<file path="src/snake_pkg.sv">
`default_nettype none

package snake_pkg;

    typedef logic signed [11:0] coord_t;   // field pixels, origin at screen centre, y up

    typedef struct packed {
        coord_t x;
        coord_t y;
    } point_t;

    typedef struct packed {
        logic left;
        logic right;
        logic up;
        logic down;
    } btn_t;

    typedef logic [4:0] length_t;
    typedef logic [5:0] rgb_t;             // rr gg bb
    typedef logic [1:0] speed_t;

    typedef enum logic [1:0] {
        IDLE,
        PLAY,
        GAME_OVER
    } game_state_t;

    typedef enum logic [2:0] {
        WAIT,
        RIGHT,
        LEFT,
        UP,
        DOWN
    } heading_t;

    localparam int CELL      = 30;         // one move
    localparam int MAX_LEN   = 20;
    localparam int START_LEN = 5;

    // head dies on or past these
    localparam int WALL_X     = 375;
    localparam int WALL_Y_TOP = 225;
    localparam int WALL_Y_BOT = -275;

    localparam int FOOD_X_LIM = 360;
    localparam int FOOD_Y_TOP = 220;
    localparam int FOOD_Y_BOT = -275;

    localparam int SCREEN_W = 800;
    localparam int SCREEN_H = 600;

    localparam int BODY_R2 = 400;          // squared disc radii
    localparam int FOOD_R2 = 225;

    localparam rgb_t COLOR_SNAKE_A = 6'b001100;
    localparam rgb_t COLOR_SNAKE_B = 6'b111111;
    localparam rgb_t COLOR_FOOD    = 6'b110000;
    localparam rgb_t COLOR_FIELD   = 6'b000000;
    localparam rgb_t COLOR_BORDER  = 6'b111111;

    // move interval in tick units, slowest first
    localparam int SPEED_FACTOR [4] = '{6, 5, 4, 3};

endpackage

`default_nettype wire

</file>
<file path="src/food_unit.sv">
`timescale 1ns/1ps
`default_nettype none

module food_unit (
    input  logic                   CLK,
    input  logic                   RESET,
    input  snake_pkg::game_state_t state,
    input  snake_pkg::point_t      body [snake_pkg::MAX_LEN],
    input  snake_pkg::length_t     length,
    output snake_pkg::point_t      food,
    output logic                   eaten
);

    localparam snake_pkg::point_t PARK    = '{x: 12'sd1000, y: 12'sd1000};   // off the field
    localparam snake_pkg::coord_t RND_LIM = 12'sd500;

    snake_pkg::coord_t rnd;
    snake_pkg::point_t pick_eat;
    snake_pkg::point_t pick_fix;
    logic              out_of_area;
    logic              on_body;

    always_ff @(posedge CLK) begin
        if (RESET) begin
            rnd <= '0;
        end else if (rnd >= RND_LIM) begin
            rnd <= -RND_LIM;
        end else begin
            rnd <= rnd + 1'b1;
        end
    end

    // narrow spread stays in the area, wide one may retry
    assign pick_eat.x = snake_pkg::coord_t'((rnd % 11) * snake_pkg::CELL);
    assign pick_eat.y = snake_pkg::coord_t'((rnd % 8) * snake_pkg::CELL);
    assign pick_fix.x = snake_pkg::coord_t'((rnd % 16) * snake_pkg::CELL);
    assign pick_fix.y = snake_pkg::coord_t'((rnd % 11) * snake_pkg::CELL);

    always_comb begin
        out_of_area = (food.x > snake_pkg::FOOD_X_LIM) || (food.x < -snake_pkg::FOOD_X_LIM) ||
                      (food.y > snake_pkg::FOOD_Y_TOP) || (food.y < snake_pkg::FOOD_Y_BOT);
        on_body = 1'b0;
        for (int i = 0; i < snake_pkg::MAX_LEN; i++) begin
            if (i < int'(length) && body[i] == food) begin
                on_body = 1'b1;
            end
        end
    end

    always_ff @(posedge CLK) begin
        if (RESET) begin
            food  <= PARK;
            eaten <= 1'b0;
        end else begin
            eaten <= 1'b0;
            if (state == snake_pkg::IDLE) begin
                food <= PARK;
            end else if (state == snake_pkg::PLAY) begin
                if (body[0] == food) begin
                    eaten <= 1'b1;
                    food  <= pick_eat;
                end else if (out_of_area || on_body) begin
                    food <= pick_fix;        // also leaves the park on the first play cycle
                end
            end
        end
    end

endmodule

`default_nettype wire

</file>
<file path="config.mk">
export PLATFORM = sky130hd
export DESIGN_NAME = food_unit
export DESIGN_NICKNAME = d
export VERILOG_FILES = /design/src/snake_pkg.sv /design/src/food_unit.sv
export SDC_FILE = /design/constraint.sdc
export NUM_CORES = 1
export LEC_CHECK = 0
export BUFFER_PORTS_ARGS = -buffer_cell sky130_fd_sc_hd__buf_2
export CORE_AREA = 2 2 198 200
export CTS_CLUSTER_DIAMETER = 120
export DETAILED_ROUTE_END_ITERATION = 7
export DIE_AREA = 0 0 200 202
export GPL_ROUTABILITY_DRIVEN = 0
export PLACE_DENSITY = 0.66
export SYNTH_ARGS = -nofsm -noshare
export SYNTH_HDL_FRONTEND = slang
export SYNTH_SLANG_ARGS = --single-unit
</file>
<file path="constraint.sdc">
create_clock -name CLK -period 28.2 [get_ports CLK]
set_input_delay 4.23 -clock CLK [delete_from_list [all_inputs] [get_ports CLK]]
set_output_delay 4.23 -clock CLK [all_outputs]
set_load 0.1 [all_outputs]
</file>
# Word level (Yosys, flattened, before mapping)
# Cells that the tools add are included.
[word_totals]
wordCells = 115
register_bits = 37
[op_classes]
order_cmp = 25
eq_ne = 21
mux = 24
n_addsub = 1
n_mul = 3
div = 1
n_reduce_logical = 32
bitwise = 3
[ops]
columns = ["op", "n"]
rows = [
  ["$eq 24x24->1", 20],
  ["$mux 24", 2],
  ["$lt 4x5->1 const A", 8],
  ["$mod 32x5->32 const B", 1],
  ["$mul 32x5->11 const B", 1],
  ["$lt 12x10->1 const B", 2],
  ["$mux 1", 21],
  ["$logic_and 1x1->1", 20],
  ["$lt 3x5->1 const A", 4],
  ["$lt 5x5->1 const A", 4],
  ["$add 12x1->12 const B", 1],
  ["$ge 12x10->1 const B", 1],
  ["$gt 12x10->1 const B", 1],
  ["$gt 12x9->1 const B", 1],
  ["$mux 12", 1],
  ["$lt 1x5->1 const A", 2],
  ["$lt 2x5->1 const A", 2],
  ["$mul 5x5->10 const B", 1],
  ["$mul 4x5->9 const B", 1],
  ["$reduce_or 3->1", 2],
  ["$logic_or 1x1->1", 4],
  ["$reduce_or 2->1", 2],
  ["$reduce_or 4->1", 1],
  ["$and 1x1->1", 2],
  ["5 further kinds", 5],
]

# Longest topological paths before layout
[depth]
word_depth = 25
mapped_depth = 54
depth_no_buf = 50

# Worst setup path after synthesis
# OpenSTA, ideal clock, no wires.
[synth_path]
path_type = "flip-flop to flip-flop"
start = "reg rnd[0]"
end = "reg food[23] (netlist name)"
t_arrival_ns = 11.032
n_path_buf = 3
slack_ns = 17.094
setup_time_ns = 0.074
synth_period_minus_slack_ns = 11.106
required_ns = 28.126
stages_incl_launch_ff = 51
path_cell_list = "dfxtp_1 buf_1 inv_1 ha_1 nand2_1 o41ai_4 a2bb2oi_2 nand3b_4 or4_4 nand2_1 o21ai_1 a311oi_2 or2_2 buf_2 a21oi_1 o31ai_1 ha_1 nor3b_1 [... 15 more ...] ha_1 inv_1 fa_1 fa_1 inv_1 ha_1 a21o_1 a21oi_1 o21bai_1 a21oi_1 o21bai_1 a21oi_1 xnor2_1 and3_1 a32o_1 nor4_2 nand2b_1 a31oi_1"
[synth_between]
elab_chain_len = 5
elab_cells_between_ends = 7
classes_between = "2 x mul; 1 x div; 2 x mux; 1 x bitwise; 1 x reduce/logical"
[synth_lines]
columns = ["item", "line", "rtl"]
rows = [
  ["start, declared", "food_unit.sv:17", "snake_pkg::coord_t rnd;"],
  ["start signal, assigned", "food_unit.sv:27", "rnd <= -RND_LIM;"],
  ["start signal, assigned", "food_unit.sv:29", "rnd <= rnd + 1'b1;"],
  ["branches (longest 4 deep; another with $mod 32x5->32)", "--", ""],
  ["$mux 24 (*)", "food_unit.sv:59", "if (body[0] == food) begin"],
  ["end signal, assigned", "food_unit.sv:61", "food <= pick_eat;"],
  ["end signal, assigned", "food_unit.sv:63", "food <= pick_fix;"],
  ["end, declared", "food_unit.sv:10", "output snake_pkg::point_t food,"],
]
# Mark *: on every way between the ends. The select of a mux whose other input is x is not followed.
# A chain may end at the register's enable or synchronous reset.

# Worst setup path after layout
[layout_path]
start = "reg rnd[0]"
end = "reg food[11] (netlist name)"
[layout_between]
elab_chain_len = 4
elab_cells_between_ends = 7
classes_between = "2 x mul; 1 x div; 2 x mux; 1 x bitwise; 1 x reduce/logical"
[layout_lines]
columns = ["item", "line"]
rows = [
  ["$mod 32x5->32 / $reduce_or 3->1 (equally long branches)", "--"],
  ["$mul 32x5->11 / $and 1x1->1 (equally long branches)", "--"],
  ["$mux 24 / $mul 4x5->9 (equally long branches)", "food_unit.sv:62, food_unit.sv:35"],
  ["$mux 24 (*)", "food_unit.sv:59"],
]
# Every way passes the cells marked *; elsewhere a longest branch is shown, timed or not. The select of a mux whose other input is x is not followed.

==> results.yml <==
clock_network:
  hold_buffers: 0
  cts_made_buffers: 5
  cts_resized: 0
  clk_path_buf_depth: 2
  path_clk_slew_ns: 0.07
  cts-root-buf: "clkbuf_16"
  clk_latency_ns: 0.29
  cts_setup_buffers: 0
  cts.sinks: 35
  h-tree-depth: 2
  cts_tree: "built"
global_routing:
  first_global_vias: 12869
  grt.overflow.total: 0
  grt.total_usage_pct: 28.6
  antenna_found_initial: 19
  grt_max_degree: 43
  grt_pass1_wl_um: 84000
sta:
  setup_viol: 0
  tightest_slew_ns: 1.13
  rsz0062_at_grt: "false"
  tns_ns: 0
  layout_min_cycle_time_ns: 13.05
  slew_viol_final: 0
  final-hold-violation-count: 0
  slew_headroom_pct: 24.6
  fin_skew_ns: 0.00953
  fmax_mhz: 76.7
  post-route-period-util_pct: 46.3
critical_path:
  end_kind: "flop"
  reg2reg_from: "rnd[0]"
  cp-startpoint: "rnd[0]"
  slowest_delay_ns: 0.61
  critical_path.slowest_cell: "a21oi_2"
  crit_top_cell: "ha_1"
  critical_path_class: "flop to flop"
  cp.required_ns: 28.42
  worstPathArrival_ns: 13.26
  start_kind: "flop"
  rrSetupSlack_ns: 15.15
  rr_worst_depth: 48
  critPathMaxFanout: 18
routing:
  vias: 13449
  ant_nets: 0
  vias_per_cell: 5.51
  drtIter0Drc: 1275
  postRouteWirelength_um: 60300
  post-route-drc-count: 0
  wire_per_inst_um: 24.7
  first_pass_iters: 7
synthesis:
  yosys_warnings: 0
  synth_area_leaders: "xor2_1, xnor2_1, dfxtp_1"
  async_flop_share_pct: 0
  synth_area_leader_cell: "xor2_1"
  avgSynthCellArea_um2: 7.63
  ys_types: 95
  synth_top_area_share_pct: 23.0
  synth_edf_count: 0
  synth_cells: 1477
  syn_area_um2: 11300
  synth-seq-cells: 35
  synth_ff_type: "dfxtp_1"
  seq_area_frac_synth_pct: 6.22
floorplanning:
  start_util_pct: 29.4
  die-height_um: 202
  io_pins: 514
  core_um2: 38300
  rows: 72
  fp.dieArea_um2: 40400
  die_w_um: 200
min_path:
  min_path_type: "flop to flop"
  min_path_cells: 2
  min-delay-start: "rnd[2]"
outcome:
  status: "finished clean"
layout:
  final_cells: 2439
  drive_gt1_share_pct: 32.1
  nNetsFinal: 2474
  area_delta_synth_final_pct: 27.9
place:
  placed_cells: 2425
  post-dp-hpwl_um: 46400
  portBuffers: 511
flow_run:
  max-cap-violations: 0
-- worst paths after layout --
check | end
worst max-delay path | food[11]
worst min-delay path | rnd[2]
worst max register to register | food[11]
worst min register to register | rnd[2]
-- routing by layer --
layer  vias up  share of wire (%)  GRT usage (%)
met5         -               0.29              0
met2       840                 44           45.0
met1      6344                 40           36.5
li1       6079                  -              -
met3       162                 11           8.06
met4        24                4.3           11.3
-- layout by cell type (no fill, tap or decap), types with 6 or more instances in the layout --
cell / netlist / routed
buf_2: 9 / 511
xor2_1: 296 / 296
xnor2_1: 204 / 204
nor4_1: 83 / 83
inv_1: 70 / 70
nand2_1: 64 / 64
nand4_1: 63 / 63
nor2_1: 62 / 62
ha_1: 51 / 51
a21oi_1: 42 / 42
nand3_1: 39 / 39
o21ai_0: 39 / 39
nor3_1: 38 / 38
buf_4: 4 / 26
dfxtp_2: 0 / 22
fa_1: 20 / 20
mux2i_1: 17 / 17
a31oi_1: 16 / 16
a21o_1: 15 / 15
dfxtp_1: 35 / 13
a211oi_1: 11 / 11
o211ai_1: 9 / 9
o31ai_1: 9 / 9
and3_1: 9 / 9
nand2b_1: 9 / 9
o22ai_1: 8 / 8
o21ai_1: 7 / 7
diode_2: 0 / 6
and2_1: 6 / 6
o21bai_1: 6 / 6
-- cells in the mapped netlist, types with 6 or more instances --
master and instances:
buf_1 46, o31ai_1 9, o21ai_0 39, a31oi_1 16, and2_1 6, o21ai_1 7
dfxtp_1 35, o211ai_1 9, a211oi_1 11, ha_1 51, nand2b_1 9, and3_1 9
fa_1 20, o22ai_1 8, xnor2_1 204, xor2_1 296, nand4_1 63, a21o_1 15
buf_2 9, a21oi_1 42, inv_1 70, clkbuf_1 45, mux2i_1 17, nand3_1 39
nor3_1 38, o21bai_1 6, nor4_1 83, nor2_1 62, nand2_1 64
-- registers in the layout, indices dropped and copies added (netlist names) --
signal,flops
food,22
rnd,12
eaten,1
-- final cells by class --
type,instances,area (µm²)
fillers,3995,23900
multi-input cells,1265,9850
repair buffers,537,2750
flip-flops and latches,35,728
well taps,518,648
inverters,70,263
clock buffers,5,125
clock inverters,3,23.8
diodes,6,15.0
-- cells by family after synthesis --
| group | after synthesis | synth area share, % |
|---|---|---|
| other | 1 | 0.0333 |
| xor gates and xnor gates | 501 | 39.0 |
| and+or+nand+nor | 416 | 20.3 |
| AOI/OAI and AO/OA | 256 | 17.1 |
| DFF | 35 | 6.22 |
| adders and majority gates | 71 | 9.22 |
| muxes | 19 | 1.71 |
| buffers and inverters | 178 | 6.43 |
-- stage by stage --
step / worst slack (ns) / hold WS [ns] / cell area [µm²] / util [%]
after CTS: 15.42 / 0.731 / 14400 / 37.6
after global routing: 14.01 / 0.787 / 14400 / 37.6
after detailed placement: 15.47 / 0.716 / 14200 / 37.2
final: 15.15 / 0.729 / 14400 / 37.6
after floorplan: 17.09 / 0.640 / 11300 / -
after global placement: 16.02 / 0.683 / 14200 / 37.2
-- critical path: cells and delay by family (launching register included) --
kind	cells	cell delay [ns]
xor gates and xnor gates	4	0.79
adders and majority gates	9	3.20
buffers and inverters	3	0.39
DFF	1	0.53
and+or+nand+nor	11	2.52
AOI/OAI and AO/OA	20	5.36
muxes	1	0.15
Power is left out: the tool's default activity adds up to more than one toggle a clock period on the data nets, which glitch-free logic cannot reach.
