==> config.mk <==
export PLATFORM = sky130hd
export DESIGN_NAME = game_fsm
export DESIGN_NICKNAME = d
export VERILOG_FILES = /design/src/snake_pkg.sv /design/src/game_fsm.sv
export SDC_FILE = /design/constraint.sdc
export NUM_CORES = 1
export LEC_CHECK = 0
export ABC_AREA = 1
export BUFFER_PORTS_ARGS = -buffer_cell sky130_fd_sc_hd__buf_2
export CORE_AREA = 2 2 39 41
export DETAILED_ROUTE_END_ITERATION = 8
export DIE_AREA = 0 0 41 43
export GPL_TIMING_DRIVEN = 0
export HOLD_SLACK_MARGIN = 0.02
export PLACE_DENSITY = 0.61
export SLEW_MARGIN = 20
export SYNTH_ARGS = -nofsm -noshare
export SYNTH_HDL_FRONTEND = slang
export SYNTH_SLANG_ARGS = --single-unit
==> constraint.sdc <==
create_clock -name CLK -period 1.5 [get_ports CLK]
set_input_delay 0.225 -clock CLK [delete_from_list [all_inputs] [get_ports CLK]]
set_output_delay 0.225 -clock CLK [all_outputs]
set_load 0.03 [all_outputs]
==> src/snake_pkg.sv <==
`default_nettype none

package snake_pkg;

    typedef logic signed [11:0] coord_t;   // field pixels, origin at screen centre, y up

    typedef struct packed {
        coord_t x;
        coord_t y;
    } point_t;

    typedef struct packed {
        logic left;
        logic right;
        logic up;
        logic down;
    } btn_t;

    typedef logic [4:0] length_t;
    typedef logic [5:0] rgb_t;             // rr gg bb
    typedef logic [1:0] speed_t;

    typedef enum logic [1:0] {
        IDLE,
        PLAY,
        GAME_OVER
    } game_state_t;

    typedef enum logic [2:0] {
        WAIT,
        RIGHT,
        LEFT,
        UP,
        DOWN
    } heading_t;

    localparam int CELL      = 30;         // one move
    localparam int MAX_LEN   = 20;
    localparam int START_LEN = 5;

    // head dies on or past these
    localparam int WALL_X     = 375;
    localparam int WALL_Y_TOP = 225;
    localparam int WALL_Y_BOT = -275;

    localparam int FOOD_X_LIM = 360;
    localparam int FOOD_Y_TOP = 220;
    localparam int FOOD_Y_BOT = -275;

    localparam int SCREEN_W = 800;
    localparam int SCREEN_H = 600;

    localparam int BODY_R2 = 400;          // squared disc radii
    localparam int FOOD_R2 = 225;

    localparam rgb_t COLOR_SNAKE_A = 6'b001100;
    localparam rgb_t COLOR_SNAKE_B = 6'b111111;
    localparam rgb_t COLOR_FOOD    = 6'b110000;
    localparam rgb_t COLOR_FIELD   = 6'b000000;
    localparam rgb_t COLOR_BORDER  = 6'b111111;

    // move interval in tick units, slowest first
    localparam int SPEED_FACTOR [4] = '{6, 5, 4, 3};

endpackage

`default_nettype wire

==> src/game_fsm.sv <==
`timescale 1ns/1ps
`default_nettype none

module game_fsm (
    input  logic                   CLK,
    input  logic                   RESET,
    input  snake_pkg::btn_t        btn,
    input  logic                   collide,
    output snake_pkg::game_state_t state,
    output snake_pkg::heading_t    heading
);

    logic                any_btn;
    snake_pkg::heading_t heading_nxt;

    assign any_btn = |btn;

    // turns only, a reversal press is ignored
    always_comb begin
        heading_nxt = heading;
        case (heading)
            snake_pkg::WAIT: begin
                if (btn.left || btn.right) begin
                    heading_nxt = snake_pkg::RIGHT;   // first move never runs into the body
                end else if (btn.up) begin
                    heading_nxt = snake_pkg::UP;
                end else if (btn.down) begin
                    heading_nxt = snake_pkg::DOWN;
                end
            end
            snake_pkg::RIGHT, snake_pkg::LEFT: begin
                if (btn.up) begin
                    heading_nxt = snake_pkg::UP;
                end else if (btn.down) begin
                    heading_nxt = snake_pkg::DOWN;
                end
            end
            snake_pkg::UP, snake_pkg::DOWN: begin
                if (btn.left) begin
                    heading_nxt = snake_pkg::LEFT;
                end else if (btn.right) begin
                    heading_nxt = snake_pkg::RIGHT;
                end
            end
            default: heading_nxt = heading;
        endcase
    end

    always_ff @(posedge CLK) begin
        if (RESET) begin
            state   <= snake_pkg::IDLE;
            heading <= snake_pkg::WAIT;
        end else begin
            case (state)
                snake_pkg::IDLE: begin
                    heading <= snake_pkg::WAIT;
                    if (any_btn) begin
                        state <= snake_pkg::PLAY;
                    end
                end
                snake_pkg::PLAY: begin
                    if (collide) begin
                        state <= snake_pkg::GAME_OVER;   // heading frozen from here
                    end else begin
                        heading <= heading_nxt;
                    end
                end
                default: state <= state;             // game over holds until reset
            endcase
        end
    end

    property no_reversal;
        @(posedge CLK) disable iff (RESET)
            (heading == snake_pkg::RIGHT |=> heading != snake_pkg::LEFT) and
            (heading == snake_pkg::LEFT  |=> heading != snake_pkg::RIGHT) and
            (heading == snake_pkg::UP    |=> heading != snake_pkg::DOWN) and
            (heading == snake_pkg::DOWN  |=> heading != snake_pkg::UP);
    endproperty

    assert property (no_reversal);

endmodule

`default_nettype wire

# [Word-level counts from Yosys, hierarchy flattened]
# Cells that the tools add are included.
[totals] ff_bits=5 in_bits=7 output_inout_bits=5 word_cells=32
[op_classes] n_eq_ne=10 muxes=11 reduce_logical=9
[ops] op="3-bit 2-to-1 mux" count=6
[ops] op="3-bit case mux with 3 select lines" count=1
[ops] op="3-bit by 2-bit equality test with 1-bit output, second input constant" count=2
[ops] op="2-bit != test, second input constant" count=3
[ops] op="3-bit case mux with 2 select lines" count=1
[ops] op="2-bit 2-to-1 mux" count=2
[ops] op="4-bit by 1-bit != test with 1-bit output, second input constant" count=1
[ops] op="4-bit != test, second input constant" count=1
[ops] op="2-bit case mux with 2 select lines" count=1
[ops] op="4-bit AND reduction" count=1
[ops] op="2-bit OR reduction" count=2
[ops] op="4-bit OR reduction" count=1
[ops] op="3-bit by 1-bit equality test with 1-bit output, second input constant" count=1
[ops] op="3-bit equality test, second input constant" count=1
[ops] op="3-bit logical NOT" count=1
[ops] op="3-bit AND reduction" count=1
[ops] op="2-bit by 1-bit equality test with 1-bit output, second input constant" count=1
[ops] op="2-bit logical NOT" count=1
[ops] op="2-bit nonzero test" count=1
[ops] op="1-bit logical OR" count=1

# [Logic depth before layout (Yosys ltp)]
# Gate-level depths: netlist of run 1.
[depth] ltp_word=6 depth_mapped=10 mapped_depth_nobuf=10

# [Least setup slack after synthesis of run 1]
# Ideal clock, no wire load.
[synth_timing] kind="reg-to-reg" from="reg heading[0]" to="reg heading[1]" setup_time_ns=0.118 t_arrival_ns=1.183 required_time_ns=1.382 slack_ns=0.199 path_stages_with_launch=8 path_buffers=0 period_less_slack_ns=1.301 path_cell_list="dfxtp_1 nand2_2 a21oi_1 nand2_1 nand2_2 a21oi_1 nand2_1 nor2_1"
[synth_via] elab_chain_cells=5 word_cells_on_any_way=13 classes_between="eq/ne (6); mux (3); reduce/logical (4)"
[synth_rtl] element="from (decl)" line_no="game_fsm.sv:10" text="output snake_pkg::heading_t heading"
[synth_rtl] element="from (signal assigned)" line_no="game_fsm.sv:52" text="heading <= snake_pkg::WAIT;"
[synth_rtl] element="from (signal assigned)" line_no="game_fsm.sv:56" text="heading <= snake_pkg::WAIT;"
[synth_rtl] element="from (signal assigned)" line_no="game_fsm.sv:65" text="heading <= heading_nxt;"
[synth_rtl] element="3-bit by 2-bit equality test with 1-bit output (tied with other cells)" line_no="game_fsm.sv:21" text="case (heading)"
[synth_rtl] element="2-bit OR reduction" line_no="game_fsm.sv:21"
[synth_rtl] element="3-bit case mux with 3 select lines" line_no="game_fsm.sv:21"
[synth_rtl] element="3-bit 2-to-1 mux" line_no="game_fsm.sv:62" text="if (collide) begin"
[synth_rtl] element="3-bit case mux with 2 select lines" line_no="game_fsm.sv:54" text="case (state)"
# Parallel ways exist; a longest one is shown, timed or not. The select of a mux whose other input is x is not followed.
# A chain may end at the register's enable or synchronous reset.

# [Worst setup path in the final report of run 1]
[layout_timing] from="reg heading[0]" to="reg heading[0]"
[layout_via] elab_chain_cells=6 word_cells_on_any_way=16 classes_between="eq/ne (6); mux (6); reduce/logical (4)"
[layout_rtl] element="3-bit 2-to-1 mux (3 in series)"
[layout_rtl] element="3-bit case mux with 3 select lines" line_no="game_fsm.sv:21"
[layout_rtl] element="3-bit 2-to-1 mux" line_no="game_fsm.sv:62"
[layout_rtl] element="3-bit case mux with 2 select lines" line_no="game_fsm.sv:54"
# Parallel ways exist; a longest one is shown, timed or not. The select of a mux whose other input is x is not followed.

==> flow_metrics.py, run 1 <==
metrics = {
    "worst_setup_path": {
        "slowest_delay_ns": 0.37,
        "cp_data_required_time_ns": 1.68,
        "path_cells": "o21ai_2 -> nand2_1 -> nand2_1 -> nand2_2 -> nor2_2 -> nand3_1 -> a21oi_2",
        "cp.buffers_inverters": 0,
        "cp_max_fo": 6,
        "critical_path_arrival_ns": 1.42,
        "cp_top_family": "simple AND/OR/NAND/NOR gates",
        "crit_path_frequent_cell": "nand2_1",
        "critPathKind": "reg -> reg",
        "critPathCaptureType": "register",
        "r2r_setup_slack_ns": 0.26,
        "start_kind": "register",
        "cp_slowest_cell": "dfxtp_1",
    },
    "cts": {
        "cts_hold_buf": 0,
        "clk_pin_slew_worst_paths_ns": 0.04,
        "post_cts.repair.setup_buffers": 0,
        "cts_tree": "yes",
        "cts_max_level": 1,
        "cts_made_buffers": 3,
        "cts.sinks": 5,
        "post_cts_resized": 0,
        "clock_latency_ns": 0.24,
        "root_buffer": "clkbuf_4",
        "cts_buffer_depth": 2,
    },
    "die": {
        "coreArea_sq_um": 1380,
        "start_util_pct": 26.4,
        "die_x_microns": 41,
        "io_pins": 12,
        "die_y_microns": 43,
        "row_count": 14,
        "dieArea_sq_um": 1760,
    },
    "global_route": {
        "grt_pass1_wl_mm": 1.51,
        "grt_max_degree": 7,
        "antenna_found_initial": 0,
        "grt.total_usage_pct": 12.6,
        "busiest_layer": "met2",
        "overflow": 0,
        "gr-usage-met3_pct": 3.14,
        "use_met2_pct": 18.1,
        "grt_pass1_vias": 407,
        "met1_usage_pct": 15.8,
    },
    "detailed_routing": {
        "drcViolationCount": 0,
        "drt_iter0_markers": 4,
        "drt_wl_total_microns": 824,
        "dr.pass1.iters": 4,
        "viasPerCell": 4.56,
        "ant_nets": 0,
        "wl_per_cell_microns": 9.26,
        "dr_total_vias": 406,
    },
    "yosys": {
        "synth_top_area_share_pct": 27.4,
        "ys_seq_area_share_pct": 27.4,
        "yosysUniqueCellTypes": 19,
        "synth_area_leaders": "dfxtp_1, nand2_1, nor2_1",
        "synthCells": 58,
        "syn-num-nets": 65,
        "synth_largest_area_cell": "dfxtp_1",
        "syn_avg_cell_area_sq_um": 6.30,
        "synth-seq-cells": 5,
        "ys_warn_count": 0,
        "synth_area_sq_um": 365,
    },
    "final_layout": {
        "finalNetCount": 81,
        "drive_above_1_share_pct": 35.6,
        "layout_commonest_cell": "nand2_1",
        "n_fill_cell": 145,
        "num_antenna_cells": 0,
        "final_cells": 89,
        "post-route-util_pct": 33.8,
        "final_cell_mix": "nand2_1, buf_2, nor2_1, inv_1, dfxtp_1",
        "syn2layout_area_growth_pct": 28.1,
    },
    "sta": {
        "drv_slew": 0,
        "clock_skew_ns": 0.00432,
        "setup_violations": 0,
        "fin_setup_tns_ns": 0,
        "hold_viol_final": 0,
        "fin_crit_ns": 1.24,
        "slew_headroom_pct": 78.0,
        "clock.fmax_mhz": 806,
        "period_share_pct": 82.7,
        "rsz0062_at_grt": "no",
        "worst_pin_slew_ns": 0.328,
    },
    "power": {
        "power.total_w": 0.000463,
        "p_per_area_nw_per_um2": 989,
        "leakage_nw": 0.239,
        "peakVddDrop_v": 0.000467,
    },
    "placement": {
        "portBuffers": 11,
        "gp_congestion": 0.840,
        "dpl.hpwl_microns": 670,
        "dp_cells": 85,
    },
    "run": {
        "drv_cap": 0,
    },
    "hold_path": {
        "min_path_type": "in -> reg",
    },
    "status": {
        "status": "finished, final reports clean",
    },
}
## stage by stage
step	setup slack (ns)	instance area [sq um]	hold slack, ns
2_1_floorplan	0.199	365	0.287
3_3_place_gp	0.313	440	0.455
3_5_place_dp	0.280	440	0.454
6_report	0.259	468	0.210
5_1_grt	0.141	468	0.219
4_1_cts	0.246	468	0.207
## registers in the layout (all words and copies together), names as in the netlist
register / count
state: 2
heading: 3
## path summary, 6_finish.rpt
kind,startpoint,to,cells past startpoint
hold reg to reg,state[0],state[0],2
hold / removal,RESET,heading[0],2
setup / recovery,heading[0],heading[0],7
setup reg to reg,heading[0],heading[0],7
## power by group
part / internal [W] / switching [W] / total [W] / leakage [nW]
combinational: 0.0000517 / 0.0000951 / 0.000147 / 0.180
clock: 0.0000966 / 0.0000590 / 0.000156 / 0.0177
sequential: 0.000145 / 0.0000152 / 0.000160 / 0.0411
## routing by layer
| metal | wire length [microns] | vias to the layer above | part of all wire (%) |
|---|---|---|---|
| met1 | 364 | 177 | 44 |
| met2 | 421 | 9 | 51 |
| met4 | 10 | 0 | 1.2 |
| li1 | - | 218 | - |
| met5 | 0 | - | 0 |
| met3 | 27 | 2 | 3.3 |
## Yosys cell counts, drive strengths merged
cell type,number
a21boi,1
a21o,1
a21oi,5
a31oi,1
dfxtp,5
inv,8
nand2,18
nand3,5
nand3b,1
nor2,9
o21ai,1
o21bai,1
o31ai,1
or2,1
## layout make-up
class,count,area (sq um),share of cell area [%]
multi-input cells,45,235,50.3
flip-flops and latches,5,100,21.4
repair buffers,11,55.1,11.8
inverters,8,30.0,6.42
clock buffers,3,22.5,4.81
well taps,16,20.0,4.28
clock inverters,1,5.00,1.07
## cells by family (layout without fill, tap and decap cells)
family                 after synthesis  count (layout)  share of synthesized area (%)
and+or+nand+nor                     34              34                           43.2
AOI/OAI and AO/OA                   11              11                           21.2
buffers and inverters                8              23                           8.22
DFF                                  5               5                           27.4
Note: power is estimated with default switching activity, not from simulation.
==> inputs of run 2 (changes only) <==
ABC_AREA = 0   (was 1)
PLACE_DENSITY = 0.66   (was 0.61)
clock period = 1.1 ns   (was 1.5 ns; I/O delays follow)
==> run 2 against run 1 <==
Against the previous run:
- the flow now finishes with violations (setup timing)
- fmax fell by 11%
- sequential share of layout area fell by 3.4 points
- clock skew fell by 0.0017 ns
- cell count fell by 1.1%
- clock power rose by 49%
- global-route usage rose by 1.7 points
- sequential power rose by 34%
- combinational power rose by 50%
- critical endpoint unchanged
- largest cell class unchanged
- largest power group is now the clock network
==> flow_metrics.py, run 2 <==
metrics = {
    "power": {
        "p_per_area_nw_per_um2": 1110,
        "p_comb_share_pct": 32.9,
        "pwr-share-seq_pct": 32.3,
        "leakage_nw": 0.237,
        "power_switching_w": 0.000240,
        "swShare_pct": 36.0,
        "p_int_w": 0.000427,
        "peakVddDrop_v": 0.000408,
        "p_clk_share_pct": 34.8,
    },
    "global_route": {
        "grt_max_degree": 11,
        "grt.total_usage_pct": 14.2,
        "grt_pass1_vias": 394,
        "grt_pass1_wl_mm": 1.73,
        "antenna_found_initial": 0,
        "overflow": 0,
    },
    "sta": {
        "drv_slew": 0,
        "slew_headroom_pct": 75.5,
        "clock.fmax_mhz": 717,
        "period_share_pct": 127,
        "worst_pin_slew_ns": 0.367,
        "setup_slack_ns": -0.296,
        "setup_violations": 3,
        "clock_skew_ns": 0.00260,
        "whs_ns": 0.133,
        "fin_crit_ns": 1.40,
        "rsz0062_at_grt": "yes",
        "hold_viol_final": 0,
    },
    "placement": {
        "place_ws_ns": -0.383,
        "dpl.hpwl_microns": 780,
        "dpl-instance-area_sq_um": 488,
        "portBuffers": 11,
        "gp_congestion": 0.787,
    },
    "detailed_routing": {
        "dr.pass1.iters": 6,
        "ant_nets": 0,
        "viasPerCell": 5.80,
        "wl_per_cell_microns": 14.3,
        "drt_iter0_markers": 21,
        "drt_wl_total_mm": 1.26,
        "drcViolationCount": 0,
        "dr_total_vias": 510,
    },
    "cts": {
        "cts_made_buffers": 3,
        "cts_hold_buf": 0,
        "root_buffer": "clkbuf_4",
        "cts_max_level": 1,
        "cts.sinks": 5,
        "cts_tree": "yes",
        "clk_pin_slew_worst_paths_ns": 0.05,
        "cts_buffer_depth": 2,
        "clock_latency_ns": 0.25,
    },
    "die": {
        "dieArea_sq_um": 1760,
        "coreArea_sq_um": 1380,
        "row_count": 14,
        "io_pins": 12,
        "die_y_microns": 43,
        "start_util_pct": 29.4,
        "die_x_microns": 41,
    },
    "final_layout": {
        "largest_reg_flops": 3,
        "layout_commonest_cell": "buf_2",
        "syn2layout_area_growth_pct": 47.4,
        "num_antenna_cells": 0,
        "finalNetCount": 80,
        "final_area_sq_um": 599,
        "top_register": "heading",
        "drive_above_1_share_pct": 52.8,
        "final_cell_mix": "buf_2, nand2_1, nor2_1, buf_4",
        "reg_top3": "heading x3, state x2",
    },
    "yosys": {
        "synth_fa_ha_area_share_pct": 0,
        "syn_avg_cell_area_sq_um": 7.67,
        "synth_most_common_cell": "nand2_1",
        "synth_area_leaders": "dfxtp_1, nand2_1, nor2_1",
        "synth_area_sq_um": 407,
        "syn-num-nets": 60,
        "synth_xor_area_share_pct": 0,
        "synth-seq-cells": 5,
        "yosys.area_share.simple_pct": 36.0,
        "synth_edf_count": 0,
        "ys_seq_area_share_pct": 24.6,
        "async_reset_ff_share_pct": 0,
        "synth_top_family_by_area": "simple AND/OR/NAND/NOR gates",
        "synth_compound_area_share_pct": 33.8,
        "ys.flop_type": "dfxtp_1",
        "yosysUniqueCellTypes": 33,
        "synth_top_area_share_pct": 24.6,
        "synth_largest_area_cell": "dfxtp_1",
        "ys_warn_count": 0,
        "synthCells": 53,
        "ys_top_cells_by_count": "nand2_1, dfxtp_1, nor2_1",
        "synth.mux.area_fraction_pct": 0,
    },
    "worst_setup_path": {
        "setup.worst_path.end": "heading[0]",
        "r2r_cells": 3,
        "cp_data_required_time_ns": 1.23,
        "r2r_end": "heading[0]",
        "critPathCaptureType": "register",
        "startpoint": "heading[1]",
        "start_kind": "register",
        "r2r-start": "heading[1]",
        "r2r_setup_slack_ns": -0.30,
        "critPathKind": "reg -> reg",
        "cp_max_fo": 4,
        "critical_path_arrival_ns": 1.53,
    },
    "status": {
        "violations": "setup timing",
        "status": "finished, violations left",
    },
    "hold_path": {
        "min_path_type": "in -> reg",
    },
    "run": {
        "drv_cap": 0,
    },
}
==> run 2: cell types whose count changed in the layout (fill, tap and decap cells not counted), sizes merged, moves of 2 or more <==
cell / change
nor3b: +2
clkbuf: +2
nand3: -4
nor2: -4
inv: -6
buf: +5
nand2: -11
==> run 2: layout make-up <==
type / count / area (sq um)
clock buffer: 4 / 26.3
sequential: 5 / 108
multi-input combinational: 44 / 334
fill: 130 / 785
buffer: 1 / 5.00
timing repair buffer: 16 / 98.8
tap: 16 / 20.0
inverter: 2 / 7.51
==> run 2: how the worst min path moves through the flow <==
stage | start | endpoint | slack (ns) | cells past startpoint
after floorplan | RESET | heading[1] | 0.22 | 1
after global placement | collide | state[0] | 0.39 | 2
after detailed placement | collide | state[0] | 0.40 | 2
after CTS | RESET | heading[1] | 0.14 | 2
after global routing | collide | state[0] | 0.15 | 2
final | collide | state[0] | 0.13 | 2
==> run 2: stage by stage <==
stage	setup TNS, ns	util, %	instances	power (W)
5_1_grt	-0.976	43.3	88	0.000687
4_1_cts	-0.944	39.6	87	0.000632
6_report	-0.870	43.3	88	0.000667
2_1_floorplan	-0.975	-	53	0.000339
3_5_place_dp	-1.14	35.3	80	0.000393
3_3_place_gp	-1.16	35.3	80	0.000391
==> run 2: power by group through the flow <==
stage               combinational (W)  clock, W  sequential (W)
floorplan                   0.0000999         0        0.000239
global placement             0.000177         0        0.000214
detailed placement           0.000178         0        0.000215
CTS                          0.000187  0.000232        0.000213
global route                 0.000232  0.000237        0.000218
finish                       0.000220  0.000232        0.000215
==> run 2: critical path, cell delays in order (launching register included) <==
cell and delay [ns]:
dfxtp_4 0.35, or3b_4 0.42, a221oi_1 0.39, o31ai_2 0.11
==> run 2: cell families after synthesis <==
| family | after synthesis |
|---|---|
| flip-flops | 5 |
| buffers and inverters | 4 |
| AO/OA/AOI/OAI | 19 |
| AND/OR/NAND/NOR | 25 |
==> run 2: what timing repair did <==
action / in CTS / in global routing
hold endpoints to repair: 0 / 0
setup endpoints to repair: 4 / 6
pin swaps: 3 / 4
resized for setup: 4 / 11
setup buffers: 4 / 1
==> run 2: per-layer routing <==
| metal | global-route usage (%) | wire length (microns) |
|---|---|---|
| met3 | 1.57 | 55 |
| met5 | 0 | 0 |
| met4 | 8.00 | 10 |
| met2 | 22.5 | 698 |
| met1 | 17.6 | 499 |
==> inputs of run 3 (changes only) <==
BUFFER_PORTS_ARGS = default   (was -buffer_cell sky130_fd_sc_hd__buf_2)
CORE_AREA = 3 3 40 42   (was 2 2 39 41)
DIE_AREA = 0 0 43 45   (was 0 0 41 43)
DONT_BUFFER_PORTS = 1   (was default)
PLACE_DENSITY = 0.58   (was 0.66)
==> run 3 against run 2 <==
Against the previous run:
- the run still ends with setup timing left
- sequential share of layout area rose by 3.9 points
- register-to-register slack worse by 0.17 ns
- utilization down 4.1 points
- clock skew fell by 0.0011 ns
- cell area fell by 16%
- non-clock buffer count fell by 13
==> flow_metrics.py, run 3 (synthesized netlist as in run 2, its figures left out) <==
metrics = {
    "cts": {
        "cts.sinks": 5,
        "cts_buffer_depth": 2,
        "root_buffer": "clkbuf_4",
        "cts_max_level": 1,
        "clk_pin_slew_worst_paths_ns": 0.04,
        "cts_made_buffers": 3,
        "cts_tree": "yes",
        "clock_latency_ns": 0.24,
    },
    "final_layout": {
        "n_fill_cell": 122,
        "finalNetCount": 67,
        "reg_top3": "heading x3, state x2",
        "top_register": "heading",
        "layout_commonest_cell": "nand2_1",
        "post-route-util_pct": 39.2,
        "largest_reg_flops": 3,
        "num_antenna_cells": 0,
        "final_area_sq_um": 504,
        "final_cell_mix": "nand2_1, nor2_1, clkbuf_4",
        "drive_above_1_share_pct": 32.2,
        "syn2layout_area_growth_pct": 24.0,
    },
    "placement": {
        "dpl.hpwl_microns": 749,
        "place_ws_ns": -0.467,
        "gp_congestion": 0.767,
        "portBuffers": 0,
        "dpl-instance-area_sq_um": 432,
    },
    "sta": {
        "slew_headroom_pct": 75.6,
        "setup_slack_ns": -0.463,
        "clock.fmax_mhz": 640,
        "clock_skew_ns": 0.00152,
        "whs_ns": 0.0419,
        "worst_pin_slew_ns": 0.366,
        "fin_setup_tns_ns": -1.29,
        "fin_crit_ns": 1.56,
        "period_share_pct": 142,
        "drv_slew": 0,
        "hold_viol_final": 0,
        "setup_violations": 3,
        "rsz0062_at_grt": "yes",
    },
    "detailed_routing": {
        "ant_nets": 0,
        "dr.pass1.iters": 4,
        "drcViolationCount": 0,
        "dr_total_vias": 436,
        "wl_per_cell_microns": 14.6,
        "drt_wl_total_mm": 1.08,
        "drt_iter0_markers": 7,
        "viasPerCell": 5.89,
    },
    "die": {
        "die_x_microns": 43,
        "io_pins": 12,
        "die_y_microns": 45,
        "dieArea_sq_um": 1940,
        "coreArea_sq_um": 1280,
        "row_count": 13,
        "start_util_pct": 31.6,
    },
    "worst_setup_path": {
        "critical_path_arrival_ns": 1.71,
        "cp_max_fo": 5,
        "cp_data_required_time_ns": 1.25,
        "critPathKind": "reg -> reg",
        "critPathCaptureType": "register",
        "start_kind": "register",
    },
    "power": {
        "p_per_area_nw_per_um2": 1160,
        "leakage_nw": 0.168,
        "peakVddDrop_v": 0.000463,
    },
    "global_route": {
        "grt_max_degree": 11,
        "grt_pass1_vias": 370,
        "grt.total_usage_pct": 12.1,
        "overflow": 0,
        "grt_pass1_wl_mm": 1.70,
        "antenna_found_initial": 0,
    },
    "status": {
        "status": "finished, violations left",
        "violations": "setup timing",
    },
    "run": {
        "drv_cap": 0,
    },
    "hold_path": {
        "min_path_type": "in -> reg",
    },
}
==> run 3: final timing paths <==
check	start	end	slack (ns)	cells past startpoint
worst min-delay path	collide	state[0]	0.04	1
worst max register to register	heading[1]	heading[2]	-0.46	6
worst max-delay path	heading[1]	heading[2]	-0.46	6
worst min register to register	state[0]	state[0]	0.63	2
==> run 3: critical path, cell delays in order (launching register included) <==
cell and delay (ns):
dfxtp_4 0.39, buf_6 0.13, or3b_4 0.41, a21oi_4 0.16
or2_4 0.16, a31oi_1 0.04, a211oi_1 0.17
==> run 3: cell type report <==
cell class | instances | area, sq um | share of cell area [%]
sequential | 5 | 110 | 21.8
multi-input combinational | 44 | 305 | 60.5
timing repair buffer | 2 | 17.5 | 3.47
tap | 15 | 18.8 | 3.72
buffer | 2 | 18.8 | 3.72
clock buffer | 4 | 26.3 | 5.21
inverter | 2 | 7.51 | 1.49
==> run 3: layer usage <==
metal | part of all wire, % | global-route usage, %
met4 | 0 | 1.81
met2 | 51 | 18.6
met1 | 39 | 14.4
met3 | 9.6 | 7.97
met5 | 0 | 0
==> run 3: timing repair <==
item	in CTS	in global routing
resized for setup	5	4
endpoints found under the setup margin	3	3
hold buffers	1	0
endpoints found under the hold margin	4	0
pin swaps	1	2
setup buffers	1	0
==> run 3: per-stage QoR <==
stage               total power, W  instances
finish                    0.000587         74
global route              0.000624         74
CTS                       0.000591         74
detailed placement        0.000363         68
global placement          0.000363         68
floorplan                 0.000339         53
==> run 3: power by group <==
| part | internal, W | switching [W] |
|---|---|---|
| Combinational | 0.0000660 | 0.0000702 |
| Clock | 0.000137 | 0.0000697 |
| Sequential | 0.000196 | 0.0000481 |
| Total | 0.000399 | 0.000188 |
